`src/logic/conv_arith_pkg.sv`:
```
package conv_arith_pkg;

   // ------------------------------
   // Channels and taps
   // ------------------------------
   localparam int N_IN_CH    = 3;          // Input channels
   localparam int N_TAPS     = 27;         // 3x3 window times N_IN_CH
   localparam int N_KERNELS  = 8;          // Output channels

   localparam int ACT_W      = 8;          // Unsigned activation
   localparam int WGT_W      = 8;          // Two's complement weight
   localparam int ACC_W      = 21;         // Signed sum of 27 products

   // Result byte taken from the sum
   localparam int OUT_MSB    = 20;
   localparam int OUT_LSB    = 13;

   localparam int KADDR_W    = 3;          // Kernel index
   localparam int IMG_ADDR_W = 8;          // 144-byte image buffer

endpackage

```
`src/logic/conv_kernel.sv`:
```
module conv_kernel (
   input  logic                                                   clk,
   input  logic                                                   rstn,
   input  logic                                                   i_vld,
   input  logic [conv_arith_pkg::N_TAPS*conv_arith_pkg::ACT_W-1:0] i_win,
   input  logic [conv_arith_pkg::N_TAPS*conv_arith_pkg::WGT_W-1:0] i_weights,
   output logic [conv_arith_pkg::ACT_W-1:0]                       o_result,
   output logic                                                   o_vld
);
   import conv_arith_pkg::*;

   logic signed [ACT_W+WGT_W:0] prod [0:N_TAPS-1];    // 9b x 8b signed products
   logic                        vld_d;
   logic signed [ACC_W-1:0]     sum_comb;
   logic signed [ACC_W-1:0]     sum_q;

   // ------------------------------
   // Stage 1, products
   // ------------------------------
   always_ff @(posedge clk) begin
      if (i_vld) begin
         for (int t = 0; t < N_TAPS; t++) begin
            prod[t] <= $signed({1'b0, i_win[t*ACT_W +: ACT_W]})     // Zero-extended pixel
                     * $signed(i_weights[t*WGT_W +: WGT_W]);
         end
      end
   end

   // Adder tree, sign extended to ACC_W
   always_comb begin
      sum_comb = '0;
      for (int t = 0; t < N_TAPS; t++) begin
         sum_comb = sum_comb + prod[t];
      end
   end

   // Stage 2, sum
   always_ff @(posedge clk) begin
      if (vld_d) begin
         sum_q <= sum_comb;
      end
   end

   always_ff @(posedge clk or negedge rstn) begin
      if (!rstn) begin
         vld_d <= 1'b0;
         o_vld <= 1'b0;
      end else begin
         vld_d <= i_vld;
         o_vld <= vld_d;                               // Two cycles behind i_vld
      end
   end

   assign o_result = sum_q[OUT_MSB:OUT_LSB];           // Top byte of the sum

endmodule

```
`config.mk`:
```
export PLATFORM = sky130hd
export DESIGN_NAME = conv_kernel
export DESIGN_NICKNAME = d
export VERILOG_FILES = /design/src/logic/conv_arith_pkg.sv /design/src/logic/conv_kernel.sv
export SDC_FILE = /design/constraint.sdc
export NUM_CORES = 2
export LEC_CHECK = 0
export CORE_MARGIN = 4
export CORE_UTILIZATION = 65
export CTS_CLUSTER_SIZE = 24
export DETAILED_ROUTE_END_ITERATION = 8
export DONT_BUFFER_PORTS = 1
export GPL_TIMING_DRIVEN = 0
export PLACE_DENSITY = 0.81
export RECOVER_POWER = 100
export SYNTH_ARGS = -nofsm -noshare
export SYNTH_HDL_FRONTEND = slang
export SYNTH_SLANG_ARGS = --single-unit
export TNS_END_PERCENT = 30
```
`constraint.sdc`:
```
create_clock -name clk -period 6.9 [get_ports clk]
set_input_delay 1.035 -clock clk [delete_from_list [all_inputs] [get_ports clk]]
set_output_delay 1.035 -clock clk [all_outputs]
set_load 0.02 [all_outputs]
```
# Yosys cells after proc, flatten, opt, wreduce, memory -nomap -nowiden

Memories as Yosys holds them, arrays and structs flattened.
Cells that the tools add are included.

Register bits after elaboration: 23
Bits in latches: 0
RAM bits: 459
ROM bits: 0
Input port bits: 435
Output and inout port bits: 9
Word-level logic and storage cells: 59
Memories kept: 1

Add/sub/neg operators: 26
Multiply operators: 27
Div/mod/pow operators: 0
Order comparisons: 0
Equality and inequality tests: 0
Shift operators: 0
Multiplexer cells: 2
Bitwise operators: 0
Reduce and logical (&&, ||, !) cells: 0

Memory list:

| name | depth | bits a word | read ports | clocked after Yosys merged registers in | wr ports | line              | source |
|---|---|---|---|---|---|---|---|
| prod | 27    | 17          | 27         | 0                                       | 27       | conv_kernel.sv:12 | `logic signed [ACT_W+WGT_W:0] prod [0:N_TAPS-1];` |

Operator list:

| kind             | number |
|---|---|
| $add A21 B17 Y21 | 22 |
| $mul A9 B8 Y17   | 27 |
| $add A20 B17 Y21 | 1 |
| $add A19 B17 Y20 | 1 |
| $add A18 B17 Y19 | 1 |
| $add A17 B17 Y18 | 1 |
| $mux W1          | 2 |

# Depth between registers and ports, before layout

Depth after elaboration: 26
Mapped depth: 21
Depth with buffers taken out: 21

# Least setup slack after synthesis

OpenSTA, ideal clock, no wires.

Path kind: register to register
Start: memory prod[3][10] in the netlist's numbering
End: register sum_q[14] (data pin)
Library setup time: 0.258 ns
Data arrival time: 5.555 ns
Required time: 6.642 ns
Slack: 1.087 ns
Cell stages (with the launch flop): 22
Path buffers: 0
Period minus slack after synthesis: 5.813 ns
Cells stage by stage: edfxtp_1 > inv_1 > fa_1 > inv_1 > fa_1 > inv_1 > fa_1 > fa_1 > inv_1 > fa_1 > fa_1 > inv_1 > fa_1 > inv_1 > ha_1 > and3_1 > a221oi_1 > nor2b_1 > or3_1 > a21o_1 > a21oi_2 > xnor2_1

RTL lines:

| what                 | line              | source |
|---|---|---|
| start, declared      | conv_kernel.sv:12 |  |
| end signal, assigned | conv_kernel.sv:40 | `sum_q <= sum_comb;` |
| end, declared        | conv_kernel.sv:15 | `logic signed [ACC_W-1:0] sum_q;` |

==> results.yml <==
status:
  status: "complete, but fails checks"
  violations: "max-slew violations"
yosys:
  ys_types: 51
  ys_seq_area_share_pct: 16.9
  synth_fp_nets: 11300
  synth_area_sq_um: 83500
  synth_edf_count: 467
  syn_area_per_cell_sq_um: 10.1
  synth-seq-cells: 469
  synthFlopType: "edfxtp_1"
  async_flop_share_pct: 0.426
  yosys_warnings: 0
  syn_inst: 8265
clocking:
  ctsHoldBuffers: 0
  root_buffer: "clkbuf_16"
  htreeDepth: 2
  cts_buffer_depth: 3
  clk_latency_ns: 0.63
  cts.sinks: 469
  cts_tree: "built"
  cts.clk_slew.worst_paths_ns: 0.06
  cts_inserted_buffers: 53
die:
  fp-row-count: 131
  die_h_microns: 366
  die_area_sq_um: 134000
  core-area_sq_um: 128000
  io_pins: 444
  die_w_microns: 366
  start_util_pct: 65.5
setup_path:
  cp_top_family: "adder cells"
  reg2reg_depth: 20
  r2r-start: "prod[3][9]$_DFFE_PP_"
  worst_setup_path_start_kind: "flop"
  endpoint_kind: "flop"
  worst-path-buf-inv: 6
  worst-r2r-setup-slack_ns: 0.16
  worstPathArrival_ns: 7.07
  cp_common_cell: "fa_1"
  r2r_end: "sum_q[13]$_DFFE_PP_"
  critPathSlowestCell: "fa_1"
  crit_fanout: 2
  crit_required_ns: 7.23
  critical_path.cell_chain: "inv_1 > fa_1 > inv_1 > fa_1 > inv_1 > fa_1 > fa_1 > inv_1 > fa_1 > fa_1 > inv_1 > fa_1 > inv_1 > ha_1 > a21o_1 > a221oi_1 > nor2b_1 > or3_1 > a21o_1 > xor2_1"
  critical_path_class: "reg -> reg"
  cp_slowest_stage_delay_ns: 0.59
sta:
  hold_viol: 0
  worst_clock_skew_ns: 0.0111
  worst_pin_slew_ns: 1.64
  max_freq_ghz: 0.148
  period_minus_slack_ns: 6.74
  slew_headroom_pct: -9.43
  finalSetupViolCount: 0
  finalCritPeriodShare_pct: 97.6
  drv_slew: 127
grt:
  grt_max_degree: 461
  antenna_found_initial: 5
  grt_use_met1_pct: 37.6
  grt_use_total_pct: 30.2
  grt_pass1_wl_mm: 320
  grt-ovfl-total: 0
  grt.busiest_layer: "met2"
  grt_pass1_vias: 60400
  grt.met2_usage_pct: 51.5
  grt_use_met3_pct: 6.01
hold_path:
  hold_class: "in -> async"
drt:
  avgViaCountPerCell: 5.61
  drt_iter0_drc: 3740
  post-route-drc-count: 0
  ant_nets: 0
  vias: 56300
  routed_wl_mm: 197
  first_pass_iters: 6
  wl_per_cell_microns: 19.7
finish:
  final_cells: 10000
  drive_gt1_share_pct: 1.43
  nets: 11400
  final.fill_count: 9451
  areaGrowthSynthToFinish_pct: 4.45
place:
  dpl.hpwl_mm: 171
  dp.cells: 9927
  port_buffers: 0
  routabilityCongestion: 0.942
flow_run:
  drv_cap: 0
## how the worst max path moves through the flow
| stage | cells after the start | slack, ns | startpoint | to |
|---|---|---|---|---|
| after detailed placement | 21 | -0.07 | prod[3][9]$_DFFE_PP_ | sum_q[20]$_DFFE_PP_ |
| after global routing | 21 | -0.01 | prod[3][9]$_DFFE_PP_ | sum_q[17]$_DFFE_PP_ |
| final | 20 | 0.16 | prod[3][9]$_DFFE_PP_ | sum_q[13]$_DFFE_PP_ |
| after global placement | 21 | -0.02 | prod[3][9]$_DFFE_PP_ | sum_q[20]$_DFFE_PP_ |
| after floorplan | 21 | 1.09 | prod[3][10]$_DFFE_PP_ | sum_q[14]$_DFFE_PP_ |
| after CTS | 20 | 0.15 | prod[3][9]$_DFFE_PP_ | sum_q[15]$_DFFE_PP_ |
## kinds of logic (layout without fill, tap and decap cells)
family                   Yosys count  after routing  share of synthesized area, %
flip-flops                       469            469                          16.9
AO/OA/AOI/OAI                    481            481                          3.74
buffers and inverters           2061           2159                          9.26
other                              0              2                             0
XOR/XNOR                         338            338                          3.54
AND/OR/NAND/NOR                 2293           2293                          14.4
adder cells (fa/ha/maj)         2623           2623                          52.2
## routing by layer
| metal | up-vias | part of all wire, % |
|---|---|---|
| li1 | 25500 | - |
| met1 | 28400 | 38 |
| met2 | 1969 | 49 |
| met3 | 447 | 7.8 |
| met4 | 4 | 5.3 |
| met5 | - | 0.014 |
## cells in the mapped netlist (7+ instances only)
master | number | area, sq um
ha_1 | 1190 | 14900
nand2b_1 | 199 | 1240
nand3_1 | 49 | 245
o21ba_2 | 8 | 80.1
fa_1 | 1433 | 28700
nand2_1 | 656 | 2460
or2_2 | 22 | 138
nor3_1 | 57 | 285
o31ai_1 | 12 | 90.1
a21o_1 | 31 | 233
o41ai_1 | 11 | 96.3
nor2_1 | 226 | 848
o21a_1 | 65 | 488
a31oi_1 | 7 | 43.8
nor2b_1 | 58 | 363
a211oi_1 | 26 | 195
edfxtp_1 | 467 | 14000
a21oi_1 | 193 | 966
or3_1 | 45 | 282
o211ai_1 | 16 | 120
and2_1 | 932 | 5830
a41o_1 | 9 | 90.1
xor2_1 | 20 | 175
and3_1 | 34 | 213
inv_1 | 2061 | 7740
o21ai_0 | 63 | 315
xnor2_1 | 318 | 2790
## cell usage in the layout (no fill, tap or decap), types with 7 or more instances in the layout
cell / n
a211oi_1: 25
a21o_1: 31
a21oi_1: 195
a31oi_1: 7
a41o_1: 9
and2_0: 138
and2_1: 794
and3_1: 34
clkbuf_1: 7
clkbuf_16: 54
clkinv_1: 9
clkinv_2: 9
clkinvlp_4: 8
edfxtp_1: 467
fa_1: 1433
ha_1: 1190
inv_1: 2061
nand2_1: 656
nand2b_1: 199
nand3_1: 49
nor2_1: 226
nor2b_1: 59
nor3_1: 57
nor4_1: 8
o211ai_1: 16
o21a_1: 65
o21ai_0: 68
o21ba_2: 8
o31ai_1: 13
o41ai_1: 17
or2_2: 22
or3_1: 45
xnor2_1: 315
xor2_1: 18
## area by class of cell
type                    instances  area [sq um]  area share (%)
diodes                          2          5.00         0.00574
inverters                    2061          7740            8.87
clock buffers                  61          1380            1.58
flip-flops and latches        469         14100            16.1
multi-input cells            5735         61600            70.7
well taps                    1662          2080            2.38
clock inverters                37           318           0.364
## flip-flops by register name (all words and copies together), names as in the netlist
signal / flops
vld_d: 1
prod: 459
o_vld: 1
sum_q: 8
## stage by stage
stage	TNS (ns)	setup slack (ns)	hold WS, ns	utilization, %	cell area [sq um]
floorplan	0	1.09	0.541	-	83500
global placement	-0.0198	-0.0198	0.564	67.1	85600
detailed placement	-0.0708	-0.0708	0.566	67.1	85600
CTS	0	0.149	0.0724	68.5	87300
global route	-0.0120	-0.0120	0.0795	68.4	87200
finish	0	0.164	0.107	68.4	87200
## what timing repair did
action	4_1_cts	5_1_grt
setup buffers	0	0
pin swaps	0	0
endpoints found under the setup margin	1	6
resized for setup	1	6
Power is left out: the tool's default activity adds up to more than one toggle a clock period on the data nets, which glitch-free logic cannot reach.
