$ cat config.mk
export PLATFORM = sky130hd
export DESIGN_NAME = weight_loader
export DESIGN_NICKNAME = d
export VERILOG_FILES = /design/src/logic/conv_geom_pkg.sv /design/src/logic/conv_arith_pkg.sv /design/src/logic/weight_loader.sv
export SDC_FILE = /design/constraint.sdc
export NUM_CORES = 2
export LEC_CHECK = 0
export BUFFER_PORTS_ARGS = -buffer_cell sky130_fd_sc_hd__buf_2
export CAP_MARGIN = 20
export CELL_PAD_IN_SITES_DETAIL_PLACEMENT = 2
export CELL_PAD_IN_SITES_GLOBAL_PLACEMENT = 2
export CORE_AREA = 2 2 674 676
export DETAILED_ROUTE_END_ITERATION = 8
export DIE_AREA = 0 0 676 678
export GPL_ROUTABILITY_DRIVEN = 0
export PLACE_DENSITY = 0.68
export SYNTH_ARGS = -nofsm -noshare
export SYNTH_HDL_FRONTEND = slang
export SYNTH_SLANG_ARGS = --single-unit
export TNS_END_PERCENT = 5
$ cat constraint.sdc
create_clock -name clk -period 2.2 [get_ports clk]
set_input_delay 0.11 -clock clk [delete_from_list [all_inputs] [get_ports clk]]
set_output_delay 0.11 -clock clk [all_outputs]
set_load 0.01 [all_outputs]
$ cat src/logic/conv_geom_pkg.sv
package conv_geom_pkg;

   // ------------------------------
   // Frame size
   // ------------------------------
   localparam int IMG_WIDTH    = 8;                      // Columns per row
   localparam int IMG_HEIGHT   = 6;                      // Rows per frame
   localparam int FRAME_PIXELS = IMG_WIDTH * IMG_HEIGHT; // 48 pixels

   // Sync periods, in clock cycles
   localparam int VSYNC_CYCLES = 16;                     // Start period
   localparam int HSYNC_CYCLES = 4;                      // Gap before each row

   localparam int ROW_W        = 3;                      // Row index
   localparam int COL_W        = 3;                      // Column index
   localparam int PIX_ADDR_W   = 6;                      // Pixel index within a frame
   localparam int CNT_W        = 5;                      // Sync counter

endpackage

$ cat src/logic/conv_arith_pkg.sv
package conv_arith_pkg;

   // ------------------------------
   // Channels and taps
   // ------------------------------
   localparam int N_IN_CH    = 3;          // Input channels
   localparam int N_TAPS     = 27;         // 3x3 window times N_IN_CH
   localparam int N_KERNELS  = 8;          // Output channels

   localparam int ACT_W      = 8;          // Unsigned activation
   localparam int WGT_W      = 8;          // Two's complement weight
   localparam int ACC_W      = 21;         // Signed sum of 27 products

   // Result byte taken from the sum
   localparam int OUT_MSB    = 20;
   localparam int OUT_LSB    = 13;

   localparam int KADDR_W    = 3;          // Kernel index
   localparam int IMG_ADDR_W = 8;          // 144-byte image buffer

endpackage

$ cat src/logic/weight_loader.sv
module weight_loader (
   input  logic                                      clk,
   input  logic                                      rstn,
   input  logic                                      i_busy,
   input  logic                                      i_wt_we,
   input  logic [conv_arith_pkg::KADDR_W-1:0]        i_wt_kernel,
   input  logic [$clog2(conv_arith_pkg::N_TAPS)-1:0] i_wt_tap,
   input  logic [conv_arith_pkg::WGT_W-1:0]          i_wt_data,
   input  logic                                      i_vsync_run,
   input  logic [conv_geom_pkg::CNT_W-1:0]           i_vsync_cnt,
   output logic [conv_arith_pkg::N_KERNELS-1:0]
                [conv_arith_pkg::N_TAPS*conv_arith_pkg::WGT_W-1:0] o_weights
);
   import conv_arith_pkg::*;

   logic [N_TAPS*WGT_W-1:0] wt_mem [0:N_KERNELS-1];   // One word per kernel
   logic                    rd_en;
   logic [KADDR_W-1:0]      rd_addr;
   logic [N_TAPS*WGT_W-1:0] rd_data;                  // Registered read word
   logic                    rd_en_d;
   logic [KADDR_W-1:0]      rd_addr_d;

   // ------------------------------
   // Weight store
   // ------------------------------
   always_ff @(posedge clk) begin
      if (i_wt_we) begin
         wt_mem[i_wt_kernel][i_wt_tap*WGT_W +: WGT_W] <= i_wt_data; // Byte write
      end
   end

   // First N_KERNELS vsync counts read one word each
   assign rd_en   = i_vsync_run && (int'(i_vsync_cnt) < N_KERNELS);
   assign rd_addr = i_vsync_cnt[KADDR_W-1:0];

   always_ff @(posedge clk) begin
      if (rd_en) begin
         rd_data <= wt_mem[rd_addr];
      end
   end

   // ------------------------------
   // Steer read word to its kernel
   // ------------------------------
   always_ff @(posedge clk or negedge rstn) begin
      if (!rstn) begin
         rd_en_d   <= 1'b0;
         rd_addr_d <= '0;
      end else begin
         rd_en_d   <= rd_en;                          // Aligns with rd_data
         rd_addr_d <= rd_addr;
      end
   end

   always_ff @(posedge clk or negedge rstn) begin
      if (!rstn) begin
         o_weights <= '0;
      end else if (rd_en_d) begin
         o_weights[rd_addr_d] <= rd_data;             // Two cycles after the count
      end
   end

   // Store is only written between frames
   a_wt_wr_idle: assert property (@(posedge clk) disable iff (!rstn)
      i_wt_we |-> !i_busy && (int'(i_wt_tap) < N_TAPS));

endmodule

[Yosys cells after proc, flatten, opt, wreduce, memory -nomap -nowiden]
Memories as Yosys holds them, arrays and structs flattened. A register that Yosys moved wholly into a read port is not among the register bits.
Cells that the tools add are included.
Storage, ports and cells
  flip-flop bits (word level): 1732
  bits in writable memories: 1728
  input port bits: 26
  output and inout port bits: 1728
  logic and storage cells: 24
  memories kept: 1
Operators by class
  $add $sub $neg: 1
  magnitude comparators: 3
  shift operators: 2
  muxes and demuxes: 5
  reductions and logical operators: 2
Memory list
  wt_mem: depth 8, width 216, read ports 1, clocked after memory_dff 1, wr ports 1, RTL line weight_loader.sv:16  | logic [N_TAPS*WGT_W-1:0] wt_mem [0:N_KERNELS-1];
Operators by type and width (count)
  1728-bit bitwise mux: 1
  216-bit demux with 3-bit select: 1
  216-bit 2-to-1 mux: 2
  8-bit by 34-bit variable shift with 216-bit output (first input constant): 1
  8-bit by 34-bit indexed part select with 216-bit output: 1
  8-bit negation with 34-bit output: 1
  5-bit by 4-bit less-than comparator with 1-bit output (second input constant): 1
  3-bit by 4-bit less-than comparator with 1-bit output (second input constant): 1
  3-bit by 1-bit greater-or-equal comparator with 1-bit output (second input constant): 1
  1-bit logical AND: 2
  1-bit 2-to-1 mux: 1

[Depth between registers and ports, before layout]
  depth after elaboration: 5
  depth in mapped cells: 11
  mapped depth without buffers: 7

[Least setup slack after synthesis]
OpenSTA, ideal clock, no wires.
  kind: input port to flip-flop
  start point: input i_vsync_cnt[3] in the netlist's numbering
  end point: register rd_en_d
  library setup time: 1.715 ns
  arrival: 15.776 ns
  required time: 0.485 ns
  setup slack: -15.290 ns
  stages on the path: 1
  buffers on the path: 0
  cells stage by stage: nor3b_1
On the way
  word-level cells in the longest chain between the ends: 2
RTL lines
  start: declaration: RTL line weight_loader.sv:10  | input logic [conv_geom_pkg::CNT_W-1:0] i_vsync_cnt,
  5-bit by 4-bit less-than comparator with 1-bit output: RTL line weight_loader.sv:33  | assign rd_en = i_vsync_run && (int'(i_vsync_cnt) < N_KERNELS);
  1-bit logical AND: RTL line weight_loader.sv:33
  end signal: assignment: RTL line weight_loader.sv:50  | rd_en_d <= rd_en;
  end: declaration: RTL line weight_loader.sv:20  | logic rd_en_d;
No other way between the ends.
A chain may end at the register's enable or synchronous reset.

[Worst setup path after layout]
  start point: register rd_addr_d[1]
  end point: register o_weights[1276] in the netlist's numbering
On the way
  word-level cells in the longest chain between the ends: 5
  elaborated cells between the ends (all ways): 6
  classes of those cells: 2 x order compare; 3 x mux; 1 x reduce/logical
RTL lines
  start: declaration: RTL line weight_loader.sv:21  | logic [KADDR_W-1:0] rd_addr_d;
  start signal: assignment: RTL line weight_loader.sv:51  | rd_addr_d <= rd_addr;
  3-bit by 4-bit less-than comparator with 1-bit output (implied by the code) or 3-bit by 1-bit greater-or-equal comparator with 1-bit output (tied branches): RTL line weight_loader.sv:59  | o_weights[rd_addr_d] <= rd_data;
  1-bit logical AND (implied by the code): RTL line weight_loader.sv:59
  216-bit 2-to-1 mux (implied by the code): RTL line weight_loader.sv:59
  216-bit demux with 3-bit select (*): RTL line weight_loader.sv:59
  1728-bit bitwise mux (*): RTL line weight_loader.sv:59
  end signal: indexed assignment: RTL line weight_loader.sv:59
  end: declaration: RTL line weight_loader.sv:12  | [conv_arith_pkg::N_TAPS*conv_arith_pkg::WGT_W-1:0] o_weights
Mark *: on every way between the ends. The rest lies on a longest branch, timed or not.

==> impl_metrics.yaml <==
outcome:
  status: "complete, but fails checks"
  violations: "negative setup slack"
sta:
  final-hold-violation-count: 0
  rsz0062_at_grt: "yes"
  fin_crit_sh_pct: 105
  fin_setup_tns_ps: -9510
  worstMarginPinSlew_ps: 1140
  layout_min_cycle_time_ps: 2320
  fmax_mhz: 432
  setup_viol: 197
  finalWorstSetupSlack_ps: -117
  slew_viol_final: 0
  maxSlewHeadroom_pct: 23.8
  finClkSkew_ps: 57.4
critical_path:
  cp-start-kind: "flop"
  cp_max_fo: 22
  crit_arrival_ps: 3140
  rr_startpoint: "rd_addr_d[1]"
  path_class: "flop to flop"
  critPathLaunch: "rd_addr_d[1]"
  worstSetupEndpointType: "flop"
  r2r_end: "o_weights[1276]"
  reg2reg_slack_ps: -120
  required_ps: 3020
  rr_worst_depth: 5
power_and_ir_drop:
  seq_power_share_pct: 47.1
  switching_power_mw: 47.2
  clockPowerShare_pct: 38.8
  p_int_mw: 130
  power.density_nw_per_um2: 1010
  peakVddDrop_mv: 0.827
  sw_frac_of_total_pct: 26.7
  p_leak_nw: 62.8
  combPwrFrac_pct: 14.1
floorplan:
  start_util_pct: 30.7
  die_w_microns: 676
  fp.dieH_microns: 678
  core_area_sq_um: 451000
  rows: 247
  die_area_sq_um: 458000
  ioPinCount: 1754
worst_hold_path:
  hold_path.class: "primary input to flop"
  holdPathStages: 5
  min-delay-start: "i_wt_tap[0]"
  worstHoldEndpoint: "wt_mem[6][59]"
synth:
  synthCells: 7062
  synth-async-reset-ratio_pct: 47.1
  synth_ff_type: "edfxtp_1"
  synthTopCellsByArea: "edfxtp_1 42%, dfrtp_1 31%, mux2_2 15%"
  syn_area_sq_um: 139000
  yosysSeqAreaShare_pct: 73.4
  synth_most_common_cell: "edfxtp_1"
  ys_ff_latch: 3676
  syn_avg_cell_area_sq_um: 19.6
  netlist.top_cell.by_area: "edfxtp_1"
  synth_warnings: 0
  syn-num-nets: 7093
  synth_top_area_share_pct: 42.1
  ys_types: 47
  synth_common_cells: "1944 x edfxtp_1, 1898 x mux2_2, 1732 x dfrtp_1, 432 x mux4_2, 240 x buf_2"
  synth_edf_count: 1944
grt:
  antenna_found_initial: 63
  grt_pass1_wl_mm: 716
  grt_max_degree: 112
  gr-usage-all-layers_pct: 22.0
  grt_pass1_vias: 87800
  gr-total-overflow: 0
clock_tree:
  ctsRootBufferMaster: "clkbuf_16"
  insertion_delay_ps: 1000
  cts_buffer_depth: 4
  clk_pin_slew_ps: 60
  clkSinkCount: 3676
  h-tree-depth: 5
  cts_buffers: 405
  cts_tree: "yes"
route:
  drt-pass1-iter-count: 6
  drcViolationCount: 0
  antenna_left: 0
  wl_per_cell_microns: 32.1
  vias_per_cell: 4.95
  first_iter_violations: 5200
  vias: 79300
  drt-total-wl_mm: 514
layout:
  nFillCells: 43600
  area_delta_synth_final_pct: 26.7
  ff_latch_area_sq_um: 102000
  multi_input_area_sq_um: 35400
  fin_util_pct: 38.9
  final_nets: 9726
  drive_gt1_share_pct: 56.4
placed_design:
  place_ws_ps: -773
  place_hpwl_mm: 368
  io_buffers: 1752
job:
  drv_cap: 0
-- critical path, cell delays in order (launching register included) --
cell,delay [ps]
dfrtp_1,410
buf_4,190
nand4b_1,600
buf_4,430
buf_12,190
mux2_2,310
-- through the flow --
step | cell area, sq um | instances | hold slack [ps] | power, mW
after CTS | 175000 | 16000 | 0.192 | 179
after detailed placement | 162000 | 15200 | 67.5 | 110
after floorplan | 139000 | 7062 | -186 | 94.9
after global routing | 176000 | 16000 | 45.9 | 183
final | 176000 | 16000 | 62.7 | 177
after global placement | 162000 | 15200 | 65.1 | 108
-- flip-flops by register name, summed over array words and instances, names as in the netlist --
register,cells
o_weights,1728
rd_addr_d,3
rd_data,216
rd_en_d,1
wt_mem,1728
-- kinds of logic after synthesis --
| group | count (synthesis) | share of synthesized area (%) |
|---|---|---|
| fa+ha+maj | 5 | 0.0451 |
| simple gates | 569 | 2.24 |
| xor+xnor | 2 | 0.0181 |
| compound gates | 6 | 0.0298 |
| flops | 3676 | 73.4 |
| mux | 2377 | 22.8 |
| buf+inv | 427 | 1.50 |
-- final cells by class --
class	instances	share of cell area [%]
Sequential cell	3676	57.9
Multi-Input combinational cell	2959	20.1
Timing Repair Buffer	2650	10.0
Inverter	3	0.00641
Clock inverter	198	1.16
Clock buffer	548	6.45
Antenna cell	26	0.0370
Tap cell	5976	4.26
-- how the worst max path moves through the flow --
| stage | slack [ps] | endpoint | depth (start not counted) |
|---|---|---|---|
| floorplan | -3900 | rd_en_d | 1 |
| global placement | -570 | wt_mem[3][125] | 13 |
| detailed placement | -770 | wt_mem[1][104] | 11 |
| CTS | -50 | o_weights[1276] | 5 |
| global route | -80 | o_weights[1221] | 5 |
| finish | -120 | o_weights[1276] | 5 |
-- layer usage --
metal,up-vias,GRT usage [%],wire (microns)
li1,32500,-,-
met1,43300,26.2,198000
met2,2708,38.3,261000
met3,820,4.89,32000
met4,6,8.82,23400
met5,-,0,41
-- power by group through the flow --
stage	clock [mW]	sequential, mW	combinational, mW
6_report	68.5	83.3	24.9
3_3_place_gp	0	83.9	24.3
4_1_cts	70.3	83.4	25.3
2_1_floorplan	0	87.3	7.56
3_5_place_dp	0	84.6	25.0
5_1_grt	72.6	84.2	26.4
-- what timing repair did --
| action | in CTS | in global routing |
|---|---|---|
| setup buffers | 2 | 2 |
| hold buffers | 22 | 0 |
| cloned | 0 | 2 |
| endpoints found under the setup margin | 675 | 368 |
| gates resized for setup | 17 | 9 |
| pin swaps | 2 | 2 |
| hold endpoints to repair | 2690 | 0 |
-- cells in the final DEF, fill, tap and decap left out, types with 13 or more instances in the layout --
master / synthesis / layout
clkbuf_8: 0 / 53
nor2_1: 154 / 154
dfrtp_1: 1732 / 1730
clkbuf_1: 107 / 84
nor3b_1: 45 / 42
clkinv_2: 0 / 70
bufinv_16: 0 / 25
nor4_2: 1 / 33
or3_1: 19 / 19
clkinv_1: 0 / 46
nor3_1: 170 / 167
edfxtp_1: 1944 / 1944
nor4b_2: 0 / 24
mux2_2: 1898 / 1896
buf_12: 0 / 149
buf_2: 240 / 1749
buf_4: 45 / 708
nand2_1: 13 / 13
diode_2: 0 / 26
mux4_2: 432 / 432
nand3_1: 39 / 38
clkbuf_16: 0 / 413
dlygate4sd3_1: 0 / 21
mux2_1: 47 / 47
(Power assumes the default switching activity.)
