**config.mk**
```make
export PLATFORM = sky130hd
export DESIGN_NAME = output_collector
export DESIGN_NICKNAME = d
export VERILOG_FILES = /design/src/logic/conv_geom_pkg.sv /design/src/logic/conv_arith_pkg.sv /design/src/logic/output_collector.sv
export SDC_FILE = /design/constraint.sdc
export NUM_CORES = 1
export LEC_CHECK = 0
export BUFFER_PORTS_ARGS = -buffer_cell sky130_fd_sc_hd__buf_2
export CAP_MARGIN = 20
export CELL_PAD_IN_SITES_DETAIL_PLACEMENT = 1
export CELL_PAD_IN_SITES_GLOBAL_PLACEMENT = 1
export CORE_MARGIN = 2
export CORE_UTILIZATION = 18
export CTS_BUF_LIST = sky130_fd_sc_hd__clkbuf_4
export DETAILED_ROUTE_END_ITERATION = 8
export PLACE_DENSITY_LB_ADDON = 0.15
export RECOVER_POWER = 50
export SYNTH_ARGS = -nofsm -noshare
export SYNTH_HDL_FRONTEND = slang
export SYNTH_SLANG_ARGS = --single-unit
export TNS_END_PERCENT = 20
```
**constraint.sdc**
```tcl
create_clock -name clk -period 1.4 [get_ports clk]
set_input_delay 0 -clock clk [delete_from_list [all_inputs] [get_ports clk]]
set_output_delay 0 -clock clk [all_outputs]
set_load 0.005 [all_outputs]
```
**src/logic/conv_geom_pkg.sv**
```systemverilog
package conv_geom_pkg;

   // ------------------------------
   // Frame size
   // ------------------------------
   localparam int IMG_WIDTH    = 8;                      // Columns per row
   localparam int IMG_HEIGHT   = 6;                      // Rows per frame
   localparam int FRAME_PIXELS = IMG_WIDTH * IMG_HEIGHT; // 48 pixels

   // Sync periods, in clock cycles
   localparam int VSYNC_CYCLES = 16;                     // Start period
   localparam int HSYNC_CYCLES = 4;                      // Gap before each row

   localparam int ROW_W        = 3;                      // Row index
   localparam int COL_W        = 3;                      // Column index
   localparam int PIX_ADDR_W   = 6;                      // Pixel index within a frame
   localparam int CNT_W        = 5;                      // Sync counter

endpackage

```
**src/logic/conv_arith_pkg.sv**
```systemverilog
package conv_arith_pkg;

   // ------------------------------
   // Channels and taps
   // ------------------------------
   localparam int N_IN_CH    = 3;          // Input channels
   localparam int N_TAPS     = 27;         // 3x3 window times N_IN_CH
   localparam int N_KERNELS  = 8;          // Output channels

   localparam int ACT_W      = 8;          // Unsigned activation
   localparam int WGT_W      = 8;          // Two's complement weight
   localparam int ACC_W      = 21;         // Signed sum of 27 products

   // Result byte taken from the sum
   localparam int OUT_MSB    = 20;
   localparam int OUT_LSB    = 13;

   localparam int KADDR_W    = 3;          // Kernel index
   localparam int IMG_ADDR_W = 8;          // 144-byte image buffer

endpackage

```
**src/logic/output_collector.sv**
```systemverilog
module output_collector (
   input  logic                                                      clk,
   input  logic                                                      rstn,
   input  logic                                                      i_start,
   input  logic                                                      i_vld,   // Kernel 0
   input  logic [conv_arith_pkg::N_KERNELS-1:0][conv_arith_pkg::ACT_W-1:0] i_results,
   output logic                                                      o_pix_vld,
   output logic [conv_geom_pkg::PIX_ADDR_W-1:0]                      o_pix_addr,
   output logic [conv_arith_pkg::N_KERNELS*conv_arith_pkg::ACT_W-1:0] o_pix_data,
   output logic                                                      o_layer_done
);
   import conv_geom_pkg::*;

   logic [PIX_ADDR_W-1:0] pix_cnt;                     // Index of next strobed pixel
   logic                  done_q;
   logic                  last_pix;
   logic                  start_ok;

   assign last_pix = i_vld && (pix_cnt == PIX_ADDR_W'(FRAME_PIXELS - 1));
   assign start_ok = i_start && (pix_cnt == '0);       // Mid-frame start ignored

   // ------------------------------
   // Pixel counter and done flag
   // ------------------------------
   always_ff @(posedge clk or negedge rstn) begin
      if (!rstn) begin
         pix_cnt <= '0;
         done_q  <= 1'b0;
      end else if (i_vld) begin
         pix_cnt <= last_pix ? '0 : pix_cnt + 1'b1;    // Wraps after last pixel
         done_q  <= done_q || last_pix;
      end else if (start_ok) begin
         pix_cnt <= '0;
         done_q  <= 1'b0;
      end
   end

   assign o_pix_vld    = i_vld;
   assign o_pix_addr   = pix_cnt;
   assign o_pix_data   = i_results;                    // Kernel k in byte k
   assign o_layer_done = done_q || last_pix;           // Rises with last strobe

   // No stray pixels once the layer has finished
   a_no_vld_after_done: assert property (@(posedge clk) disable iff (!rstn)
      done_q |-> !i_vld);

endmodule

```
Yosys cells after proc, flatten, opt, wreduce, memory -nomap -nowiden
Index checks and enable logic that the tools add are counted.
{"block": "totals", "register_bits": 7, "latch_bits": 0, "mem_bits_rw": 0, "rom_bits": 0, "in_bits": 68, "wordCells": 14, "n_memories": 0}
{"block": "classes", "addsub": 1, "mul": 0, "div_mod_pow": 0, "order_cmp": 0, "n_eq_ne": 1, "shift": 0, "muxes": 5, "bitwise": 0, "reduce_logical": 5}
{"operator": "$mux W6", "count": 3}
{"operator": "$add A6 B1 Y6 const B", "count": 1}
{"operator": "$eq A6 B6 Y1 const B", "count": 1}
{"operator": "$logic_not A6 Y1", "count": 1}
{"operator": "$logic_and A1 B1 Y1", "count": 2}
{"operator": "$mux W1", "count": 2}
{"operator": "$reduce_bool A2 Y1", "count": 1}
{"operator": "$logic_or A1 B1 Y1", "count": 1}

Logic depth before layout (Yosys ltp)
Gate-level depths: netlist of run 1.
{"block": "logic_depth", "depth_word": 4, "mapped_depth": 4}

Worst setup path after synthesis of run 1
Ideal clock, no wire load.
{"block": "synth_path", "kind": "flip-flop to flip-flop", "startpoint": "register pix_cnt[2] (netlist: o_pix_addr[2])", "endpoint": "register done_q", "arrival_ns": 1.082, "path_slack_ns": 0.197, "stages_incl_launch_ff": 5, "synth_period_minus_slack_ns": 1.203, "cell_sequence": "dfrtp_1 buf_6 nor4_4 a31oi_1 o22a_1"}
{"block": "synth_via", "elab_chain_len": 4}
{"element": "from (decl)", "line": "output_collector.sv:14", "rtl": "logic [PIX_ADDR_W-1:0] pix_cnt;"}
{"element": "from (signal assigned)", "line": "output_collector.sv:30", "rtl": "pix_cnt <= last_pix ? '0 : pix_cnt + 1'b1;"}
{"element": "$eq A6 B6 Y1", "line": "output_collector.sv:19", "rtl": "assign last_pix = i_vld && (pix_cnt == PIX_ADDR_W'(FRAME_PIXELS - 1));"}
{"element": "$logic_and A1 B1 Y1", "line": "output_collector.sv:19"}
{"element": "$logic_or A1 B1 Y1", "line": "output_collector.sv:31", "rtl": "done_q <= done_q || last_pix;"}
{"element": "$mux W1", "line": "output_collector.sv:29", "rtl": "end else if (i_vld) begin"}
{"element": "to (signal assigned)", "line": "output_collector.sv:31"}
{"element": "to (decl)", "line": "output_collector.sv:15", "rtl": "logic done_q;"}
Several ways; a longest one is shown, not always the timed one.
A chain may end at the register's enable or synchronous reset.

Worst setup path after layout of run 1
{"block": "layout_path", "startpoint": "register pix_cnt[1] (netlist: o_pix_addr[1])", "endpoint": "register done_q"}
The elaborated chain is that of the path after synthesis.

==> impl_metrics.csv, run 1 <==
group,metric,value,unit
sta,tightest_slew,285,ps
pwr,swShare,0.407,
yosys,syn_nets,178,
final_layout,drive_gt1_frac,0.493,
yosys,syn_avg_cell_area,8.47,um^2
cts,clock_sinks,7,
final_layout,diodes,0,
global_route,grt_pass1_vias,457,
pwr,total_power,1.33,mW
setup_path,endpoint_kind,"register",
yosys,ys_seq_elements,7,
routing,vias,468,
sta,maxSlewHeadroom,0.809,
setup_path,path_class,"reg -> reg",
floorplan,die_h,75.3,um
yosys,yosysWarnings,0,
routing,avgViaCountPerCell,3.49,
global_route,grt_pass1_wl,2460,um
status,status,"completed",
floorplan,core-area,0.00482,mm^2
final_layout,finish.instance_area,696,um^2
placed_design,hpwl,1270,um
cts,clockBufferDepth,2,
setup_path,r2r_slack,60,ps
sta,timing.final.crit_share,0.957,
hold_path,holdPathStages,0,
routing,routedWlPerCell,12.8,um
yosys,netlist_area,915,um^2
routing,first_pass_iters,2,
pwr,intPower,0.791,mW
routing,drc_errors,0,
run,cap_viol_max_count,0,
cts,clk_latency,260,ps
final_layout,nets,138,
global_route,grt_usage,0.0598,
routing,wl,1710,um
pwr,power.switching,0.543,mW
cts,clkTransAtPathRegs,60,ps
cts,cts_root_buf,"clkbuf_4",
setup_path,r2r-start,"o_pix_addr[1]",
setup_path,critPathLaunchType,"register",
pwr,combPwrFrac,0.527,
yosys,synth_cell_types,23,
setup_path,endpoint,"done_q",
global_route,grt-ovfl-total,0,
final_layout,finalNonFillerCells,134,
sta,finClkSkew,0.906,ps
sta,fmax,747,MHz
pwr,powerDensity,1920,mW/mm^2
sta,min_period,1340,ps
placed_design,dpl_cell_area,577,um^2
yosys,ys_seq_area_frac,0.192,
sta,hold_slack,0.00198,ps
floorplan,initial_core_util,0.190,
floorplan,rows,25,
floorplan,die_w,75.3,um
setup_path,required,1540,ps
final_layout,area_growth,-23.9,%
cts,htree_levels,1,
sta,setup_violations,0,
placed_design,dpl.cell_count,123,
pwr,p_leak,0.313,nW
routing,drt_iter0_markers,29,
global_route,grt_max_degree,13,
pwr,power_frac_seq,0.313,
cts,cts_buffers,3,
floorplan,die_area,0.00567,mm^2
routing,postRouteAntennaNets,0,
pwr,ir_worst_vdd,0.000442,V
setup_path,cp-startpoint,"o_pix_addr[1]",
sta,final_max_slew_viol_count,0,
placed_design,io_buffer_count,11,
yosys,syn_inst,108,
hold_path,hold_class,"in -> out",
setup_path,r2r-end,"done_q",
setup_path,path_max_fanout,5,
global_route,antenna_found_initial,0,
placed_design,place.gp.congestion,0.650,
setup_path,crit_arrival,1480,ps
sta,finalHoldViolations,0,
final_layout,fill_cells,585,
setup_path,reg2reg_depth,6,
sta,rsz0062_at_grt,"yes",
floorplan,ios,140,
pwr,power_frac_clock,0.161,
cts,cts_tree,"built",
metal layers:
layer,vias up,part of all wire,global-route usage
met3,12,0.15,0.0361
met4,0,0.026,0.0331
met2,34,0.44,0.0879
met1,216,0.39,0.0668
met5,-,0,0
li1,206,-,-
metrics by stage:
| step | utilization | setup WS (ps) | TNS (ps) |
|---|---|---|---|
| final | 0.144 | 60.7 | 0 |
| after global routing | 0.144 | -19.7 | -19.7 |
| after CTS | 0.134 | 11.3 | 0 |
| after detailed placement | 0.120 | 85.2 | 0 |
| after global placement | 0.120 | 111 | 0 |
| after floorplan | - | 197 | 0 |
state kept, by name (all words and copies together) (netlist names):
register	flops
o_pix_addr	6
done_q	1
cell usage in the layout (no fill, tap or decap), types with 2 or more instances in the layout:
cell type	Yosys	final
o21ai_0	2	2
a21o_1	3	3
inv_1	3	3
buf_4	66	9
nand2_1	6	5
buf_2	0	11
clkbuf_4	0	4
nand4_1	2	2
nand3_1	3	3
dfrtp_1	7	6
synthesized netlist by cell type, drive strengths merged:
library cell	count	area (um^2)
buf	67	507
mux2	1	11.3
dfrtp	7	175
ha	2	25.0
o311ai	1	8.76
xnor2	1	8.76
a31oi	1	6.26
nand4	2	12.5
nand2	6	22.5
o22ai	1	6.26
nand3	3	15.0
nor2	1	3.75
nand2b	1	6.26
nor4	1	21.3
a21o	3	22.5
o22a	1	8.76
inv	3	11.3
o21ai	2	10.0
nor3	2	15.0
a31o	1	8.76
a311oi	1	8.76
critical path, stage by stage, from the launching register on:
cell and delay, ps:
dfrtp_1 420, buf_4 140, buf_4 140, inv_1 70, ha_2 190, a31oi_1 80, o22a_1 190
power groups by stage:
stage	sequential [mW]	combinational (mW)	clock [mW]
after floorplan	0.426	0.449	0
after global placement	0.422	0.554	0
after detailed placement	0.417	0.557	0
after CTS	0.392	0.642	0.235
after global routing	0.436	0.795	0.246
final	0.417	0.703	0.214
cell type report:
type / count / area [um^2] / area share
clock buffers: 4 / 30.0 / 0.0432
inverters: 3 / 11.3 / 0.0162
multi-input cells: 31 / 250 / 0.360
flip-flops and latches: 7 / 176 / 0.254
well taps: 67 / 83.8 / 0.121
repair buffers: 22 / 144 / 0.207
kinds of logic after synthesis:
logic type | count (synthesis) | share of synthesized area
simple gates | 16 | 0.105
flops | 7 | 0.192
buf+inv | 70 | 0.566
compound gates | 11 | 0.0876
xor+xnor | 1 | 0.00958
fa+ha+maj | 2 | 0.0274
mux | 1 | 0.0123
worst min path at each step:
stage | from | slack [ps] | to
6_report | i_results[12] | 0.002 | o_pix_data[12]
3_3_place_gp | rstn | -140 | o_pix_addr[4]
5_1_grt | i_results[59] | 0.008 | o_pix_data[59]
2_1_floorplan | rstn | -300 | done_q
4_1_cts | i_results[1] | 0.03 | o_pix_data[1]
3_5_place_dp | rstn | -140 | o_pix_addr[4]
timing repair:
item | CTS | global route
resized for setup | 1 | 7
hold endpoints to repair | 7 | 0
hold buffers | 1 | 0
pin swaps | 1 | 3
setup buffers | 3 | 3
setup endpoints to repair | 1 | 1
(Power assumes the default switching activity.)
==> inputs of run 2 (changes only) <==
ABC_AREA = 1   (was not set)
CORE_UTILIZATION = 17   (was 18)
==> run 2 against run 1 <==
  * Sequential share of layout area decreased by 0.40 points
  * Global-route usage grew 1.4 points
  * Synthesized area grew 1.6%
  * Wire length grew 29%
  * Critical endpoint is now o_layer_done
  * First-iteration DRC count grew 28%
  * Die area up 7.2%
  * Via count increased by 16%
  * Critical path type is now reg -> out
  * Sequential power shrank 2%
  * Clock power about the same
  * Design area grew 2.3%
==> impl_metrics.csv, run 2 <==
group,metric,value,unit
status,status,"completed",
routing,first_pass_iters,4,
final_layout,finish.instance_area,712,um^2
final_layout,drive_gt1_frac,0.391,
global_route,antenna_found_initial,0,
yosys,ys_seq_area_frac,0.188,
sta,finClkSkew,1.73,ps
cts,cts_root_buf,"clkbuf_4",
pwr,powerDensity,1540,mW/mm^2
yosys,synth_cell_types,13,
sta,timing.final.crit_share,0.975,
setup_path,critPathLaunchType,"register",
routing,wl,2210,um
global_route,grt_pass1_wl,3440,um
global_route,grt_usage,0.0742,
sta,hold_slack,0.00225,ps
cts,clkTransAtPathRegs,60,ps
cts,cts_buffers,3,
final_layout,nets,158,
cts,htree_levels,1,
routing,vias,544,
floorplan,die_w,78.0,um
yosys,syn_nets,198,
global_route,grt_max_degree,9,
final_layout,diodes,0,
floorplan,initial_core_util,0.179,
yosys,ys.flop_type,"dfrtp_1",
pwr,p_leak,0.356,nW
sta,fmax,732,MHz
placed_design,dpl_worst_slack,147,ps
floorplan,rows,26,
routing,postRouteAntennaNets,0,
pwr,ir_worst_vdd,0.000312,V
sta,setup_violations,0,
final_layout,area_growth,-23.4,%
routing,drc_errors,0,
sta,min_period,1370,ps
yosys,yosysTopAreaCell,"buf_4",
yosys,synthArstFlopShare,1.00,
final_layout,layout_commonest_cell,"nand2_1",
yosys,yosysMostFrequentCell,"buf_4",
yosys,yosysWarnings,0,
cts,cts_tree,"built",
floorplan,die_h,78.0,um
global_route,grt-ovfl-total,0,
floorplan,core-area,0.00520,mm^2
yosys,syn_avg_cell_area,7.26,um^2
final_layout,largest_register_ffs,6,
run,cap_viol_max_count,0,
sta,finalHoldViolations,0,
routing,drt_iter0_markers,37,
final_layout,postLayoutCoreUtil,0.137,
final_layout,final_cell_mix,"nand2_1 (17), buf_2 (11), inv_1 (10)",
cts,clockBufferDepth,2,
setup_path,crit_arrival,1370,ps
sta,worst_slack,34.4,ps
routing,avgViaCountPerCell,3.46,
routing,routedWlPerCell,14.1,um
yosys,synth_edf_count,0,
pwr,total_power,1.09,mW
yosys,yosys-top-cells-count,"buf_4 (65), nand2_1 (17), inv_1 (10)",
setup_path,path_class,"reg -> out",
sta,rsz0062_at_grt,"yes",
floorplan,ios,140,
final_layout,fill_cells,647,
sta,maxSlewHeadroom,0.784,
yosys,netlist_area,930,um^2
placed_design,io_buffer_count,11,
hold_path,hold_class,"in -> out",
sta,tightest_slew,323,ps
global_route,grt_pass1_vias,597,
setup_path,required,1400,ps
sta,final_max_slew_viol_count,0,
placed_design,dpl_cell_area,599,um^2
yosys,syn_inst,128,
setup_path,endpoint_kind,"output pin",
floorplan,die_area,0.00608,mm^2
yosys,synth_top_area_share,0.525,
cts,clk_latency,260,ps
cts,clock_sinks,7,
yosys,ys_seq_elements,7,
placed_design,place.gp.congestion,0.661,
yosys,ys_top_cells_by_area,"buf_4 (52%), dfrtp_1 (19%), nand2_1 (6.9%)",
setup_path,path_max_fanout,3,
placed_design,hpwl,1700,um
-- run 2: changes by cell type after synthesis, moves of 3 or more --
cell,before,now
nor2_2,0,3
nor2_1,1,8
nand3_1,3,7
nand2_1,6,17
inv_1,3,10
a21o_1,3,0
-- run 2: power breakdown --
| part | leakage, nW | total [mW] | internal [mW] | switching [mW] |
|---|---|---|---|---|
| clock | 0.0184 | 0.214 | 0.129 | 0.0848 |
| sequential | 0.0881 | 0.410 | 0.278 | 0.132 |
| combinational | 0.250 | 0.470 | 0.224 | 0.247 |
-- run 2: cell type report --
type                       instances  area [um^2]  area share
clock buffer                       4         30.0      0.0422
inverter                          10         37.5      0.0527
multi-input combinational         46          254       0.357
sequential                         7          178       0.250
tap                               70         87.6       0.123
timing repair buffer              20          125       0.176
-- run 2: through the flow --
step	instances	TNS (ps)
after floorplan	128	0
after global placement	146	0
after detailed placement	146	0
after CTS	156	-26.1
after global routing	157	-310
final	157	0
-- run 2: metal layers --
layer | global-route usage | wire length, um | up-vias
met5 | 0 | 0 | -
met4 | 0.0333 | 80 | 0
met2 | 0.120 | 1080 | 39
met3 | 0.0512 | 278 | 20
li1 | - | - | 242
met1 | 0.0730 | 771 | 243
-- run 2: cells by family after synthesis --
group,count (synthesis),synth area share
DFF,7,0.188
adders and majority gates,2,0.0269
buffers and inverters,75,0.565
AOI/OAI and AO/OA,4,0.0215
and+or+nand+nor,40,0.198
-- run 2: path summary, 6_finish.rpt --
check / startpoint / endpoint / slack (ps) / cells after the start
setup reg to reg: o_pix_addr[0] / o_pix_addr[2] / 60 / 8
max in group asynchronous: rstn / o_pix_addr[3] / 1090 / 2
hold / removal: i_results[28] / o_pix_data[28] / 0.002 / 0
setup / recovery: o_pix_addr[1] / o_layer_done / 30 / 8
hold reg to reg: o_pix_addr[4] / o_pix_addr[4] / 580 / 2
min in group asynchronous: rstn / o_pix_addr[2] / 120 / 2
-- run 2: timing repair --
action,in CTS,in global routing
pin swaps,3,5
hold buffers,1,0
setup endpoints to repair,1,5
setup buffers,5,1
gates resized for setup,3,4
endpoints found under the hold margin,7,0
-- run 2: worst max-delay path, stage by stage (launching register included) --
cell	delay, ps
dfrtp_1	420
ha_4	190
nand2_4	70
nor2_4	40
nand2_2	70
nor2_2	40
nor2_2	100
inv_1	50
buf_2	120
==> inputs of run 3 (changes only) <==
--- a/config.mk
+++ b/config.mk
@@ -7,3 +7,3 @@
 export LEC_CHECK = 0
-export ABC_AREA = 1
+export ABC_AREA = 0
 export BUFFER_PORTS_ARGS = -buffer_cell sky130_fd_sc_hd__buf_2
@@ -13,3 +13,3 @@
 export CORE_MARGIN = 2
-export CORE_UTILIZATION = 17
+export CORE_UTILIZATION = 18
 export CTS_BUF_LIST = sky130_fd_sc_hd__clkbuf_4
--- a/constraint.sdc
+++ b/constraint.sdc
@@ -3,2 +3,2 @@
 set_output_delay 0 -clock clk [all_outputs]
-set_load 0.005 [all_outputs]
+set_load 0.01 [all_outputs]
==> run 3 against run 2 <==
  * Clock power shrank 8%
  * Sequential share of layout area is 2.2 points higher
  * Cell count is 17% lower
  * Critical path type unchanged
  * Clock skew increased by 2.4 ps
  * Register-to-register slack improved by 30 ps
  * First-iteration DRC count shrank 51%
  * Critical endpoint unchanged
  * Total power is 16% higher
  * Global-route usage shrank 1.3 points
  * Wire length decreased by 25%
  * Core utilization is essentially flat
  * Critical path depth decreased by 3
==> impl_metrics.csv, run 3 (synthesized netlist as in run 1, its figures left out) <==
group,metric,value,unit
sta,maxSlewHeadroom,0.788,
placed_design,hpwl,1290,um
setup_path,path_class,"reg -> out",
final_layout,diodes,0,
global_route,grt_max_degree,13,
placed_design,io_buffer_count,11,
pwr,p_leak,0.291,nW
final_layout,fill_cells,590,
global_route,grt_usage,0.0614,
setup_path,path_max_fanout,3,
final_layout,postLayoutCoreUtil,0.137,
setup_path,endpoint_kind,"output pin",
routing,routedWlPerCell,12.7,um
cts,cts_root_buf,"clkbuf_4",
sta,finalHoldViolations,0,
final_layout,area_growth,-28.0,%
pwr,ir_worst_vdd,0.000299,V
final_layout,layout_commonest_cell,"buf_2",
sta,final_max_slew_viol_count,0,
routing,postRouteAntennaNets,0,
sta,finClkSkew,4.12,ps
final_layout,largest_register_ffs,6,
routing,wl_met2,657,um
global_route,grt_pass1_wl,2520,um
floorplan,core-area,0.00482,mm^2
sta,finalSetupTns,0,ps
routing,routed.top_layer,"met4",
floorplan,die_area,0.00567,mm^2
cts,clkTransAtPathRegs,60,ps
pwr,powerDensity,1930,mW/mm^2
final_layout,finish.instance_area,658,um^2
final_layout,nets,135,
sta,setup_violations,0,
floorplan,die_h,75.3,um
sta,min_period,1330,ps
cts,clockBufferDepth,2,
routing,drt_iter0_markers,18,
routing,vias,477,
final_layout,drive_gt1_frac,0.484,
floorplan,ios,140,
cts,htree_levels,1,
cts,clock_sinks,7,
setup_path,required,1400,ps
floorplan,die_w,75.3,um
sta,tightest_slew,316,ps
sta,rsz0062_at_grt,"yes",
sta,fmax,755,MHz
placed_design,dpl_worst_slack,118,ps
sta,worst_slack,74.9,ps
setup_path,critPathLaunchType,"register",
routing,first_pass_iters,2,
cts,clk_latency,260,ps
global_route,grt_pass1_vias,507,
placed_design,place.gp.congestion,0.600,
cts,cts_tree,"built",
cts,cts_buffers,3,
run,cap_viol_max_count,0,
sta,timing.final.crit_share,0.946,
status,status,"completed",
global_route,antenna_found_initial,0,
routing,drc_errors,0,
placed_design,dpl_cell_area,584,um^2
routing,avgViaCountPerCell,3.64,
global_route,grt-ovfl-total,0,
setup_path,crit_arrival,1330,ps
final_layout,final_cell_mix,"buf_2 (10), buf_4 (7), nand2_1 (5)",
hold_path,hold_class,"in -> out",
routing,met3_length,258,um
routing,met1_length,699,um
floorplan,rows,25,
floorplan,initial_core_util,0.190,
routing,wl,1660,um
==> run 3: changes by cell type in the layout (fill, tap and decap cells not counted), sizes merged, moves of 2 or more <==
cell	delta
nand3	-4
o21ai	-2
nor3	+2
nand2	-13
nor2	-11
a21o	+3
inv	-7
==> run 3: final cells by class <==
class / count / area, um^2 / area share
multi-input combinational: 31 / 233 / 0.354
sequential: 7 / 179 / 0.272
timing repair buffer: 19 / 124 / 0.188
tap: 67 / 83.8 / 0.127
clock buffer: 3 / 22.5 / 0.0342
inverter: 3 / 11.3 / 0.0171
clock inverter: 1 / 5.00 / 0.00760
==> run 3: power by group <==
part | internal [mW] | switching [mW]
Sequential | 0.297 | 0.150
Combinational | 0.313 | 0.313
Clock | 0.105 | 0.0908
Total | 0.715 | 0.554
==> run 3: timing repair <==
item                                    CTS  global route
pin swaps                                 1             3
gates cloned                              0             0
hold buffers                              1             0
buffers inserted                          0             2
gates resized for setup                   3             4
endpoints found under the setup margin    1             1
endpoints found under the hold margin     7             0
==> run 3: worst paths after layout <==
kind	endpoint	depth (start not counted)	start	slack [ps]
setup / recovery	o_layer_done	5	o_pix_addr[1]	70
hold / removal	o_pix_data[12]	0	i_results[12]	0.004
setup reg to reg	done_q	6	o_pix_addr[1]	90
hold reg to reg	o_pix_addr[2]	1	o_pix_addr[2]	550
max in group asynchronous	o_pix_addr[5]	2	rstn	1100
min in group asynchronous	o_pix_addr[1]	2	rstn	120
==> run 3: metal layers <==
layer	global-route usage	up-vias
li1	-	202
met4	0.0273	0
met3	0.0469	12
met2	0.0831	34
met5	0	-
met1	0.0714	229
==> run 3: per-stage QoR <==
| step | total power [mW] | cells | hold slack [ps] |
|---|---|---|---|
| floorplan | 0.949 | 108 | -296 |
| global placement | 1.02 | 124 | -143 |
| detailed placement | 1.01 | 124 | -144 |
| CTS | 1.25 | 129 | 0.0686 |
| global route | 1.40 | 131 | 0.0151 |
| finish | 1.27 | 131 | 0.00391 |
==> run 3: worst max-delay path, cell delays in order, from the launching register on <==
cell and delay [ps]:
dfrtp_1 350, ha_2 190, nand2_2 70, nor3_4 210
a21o_1 150, buf_6 100
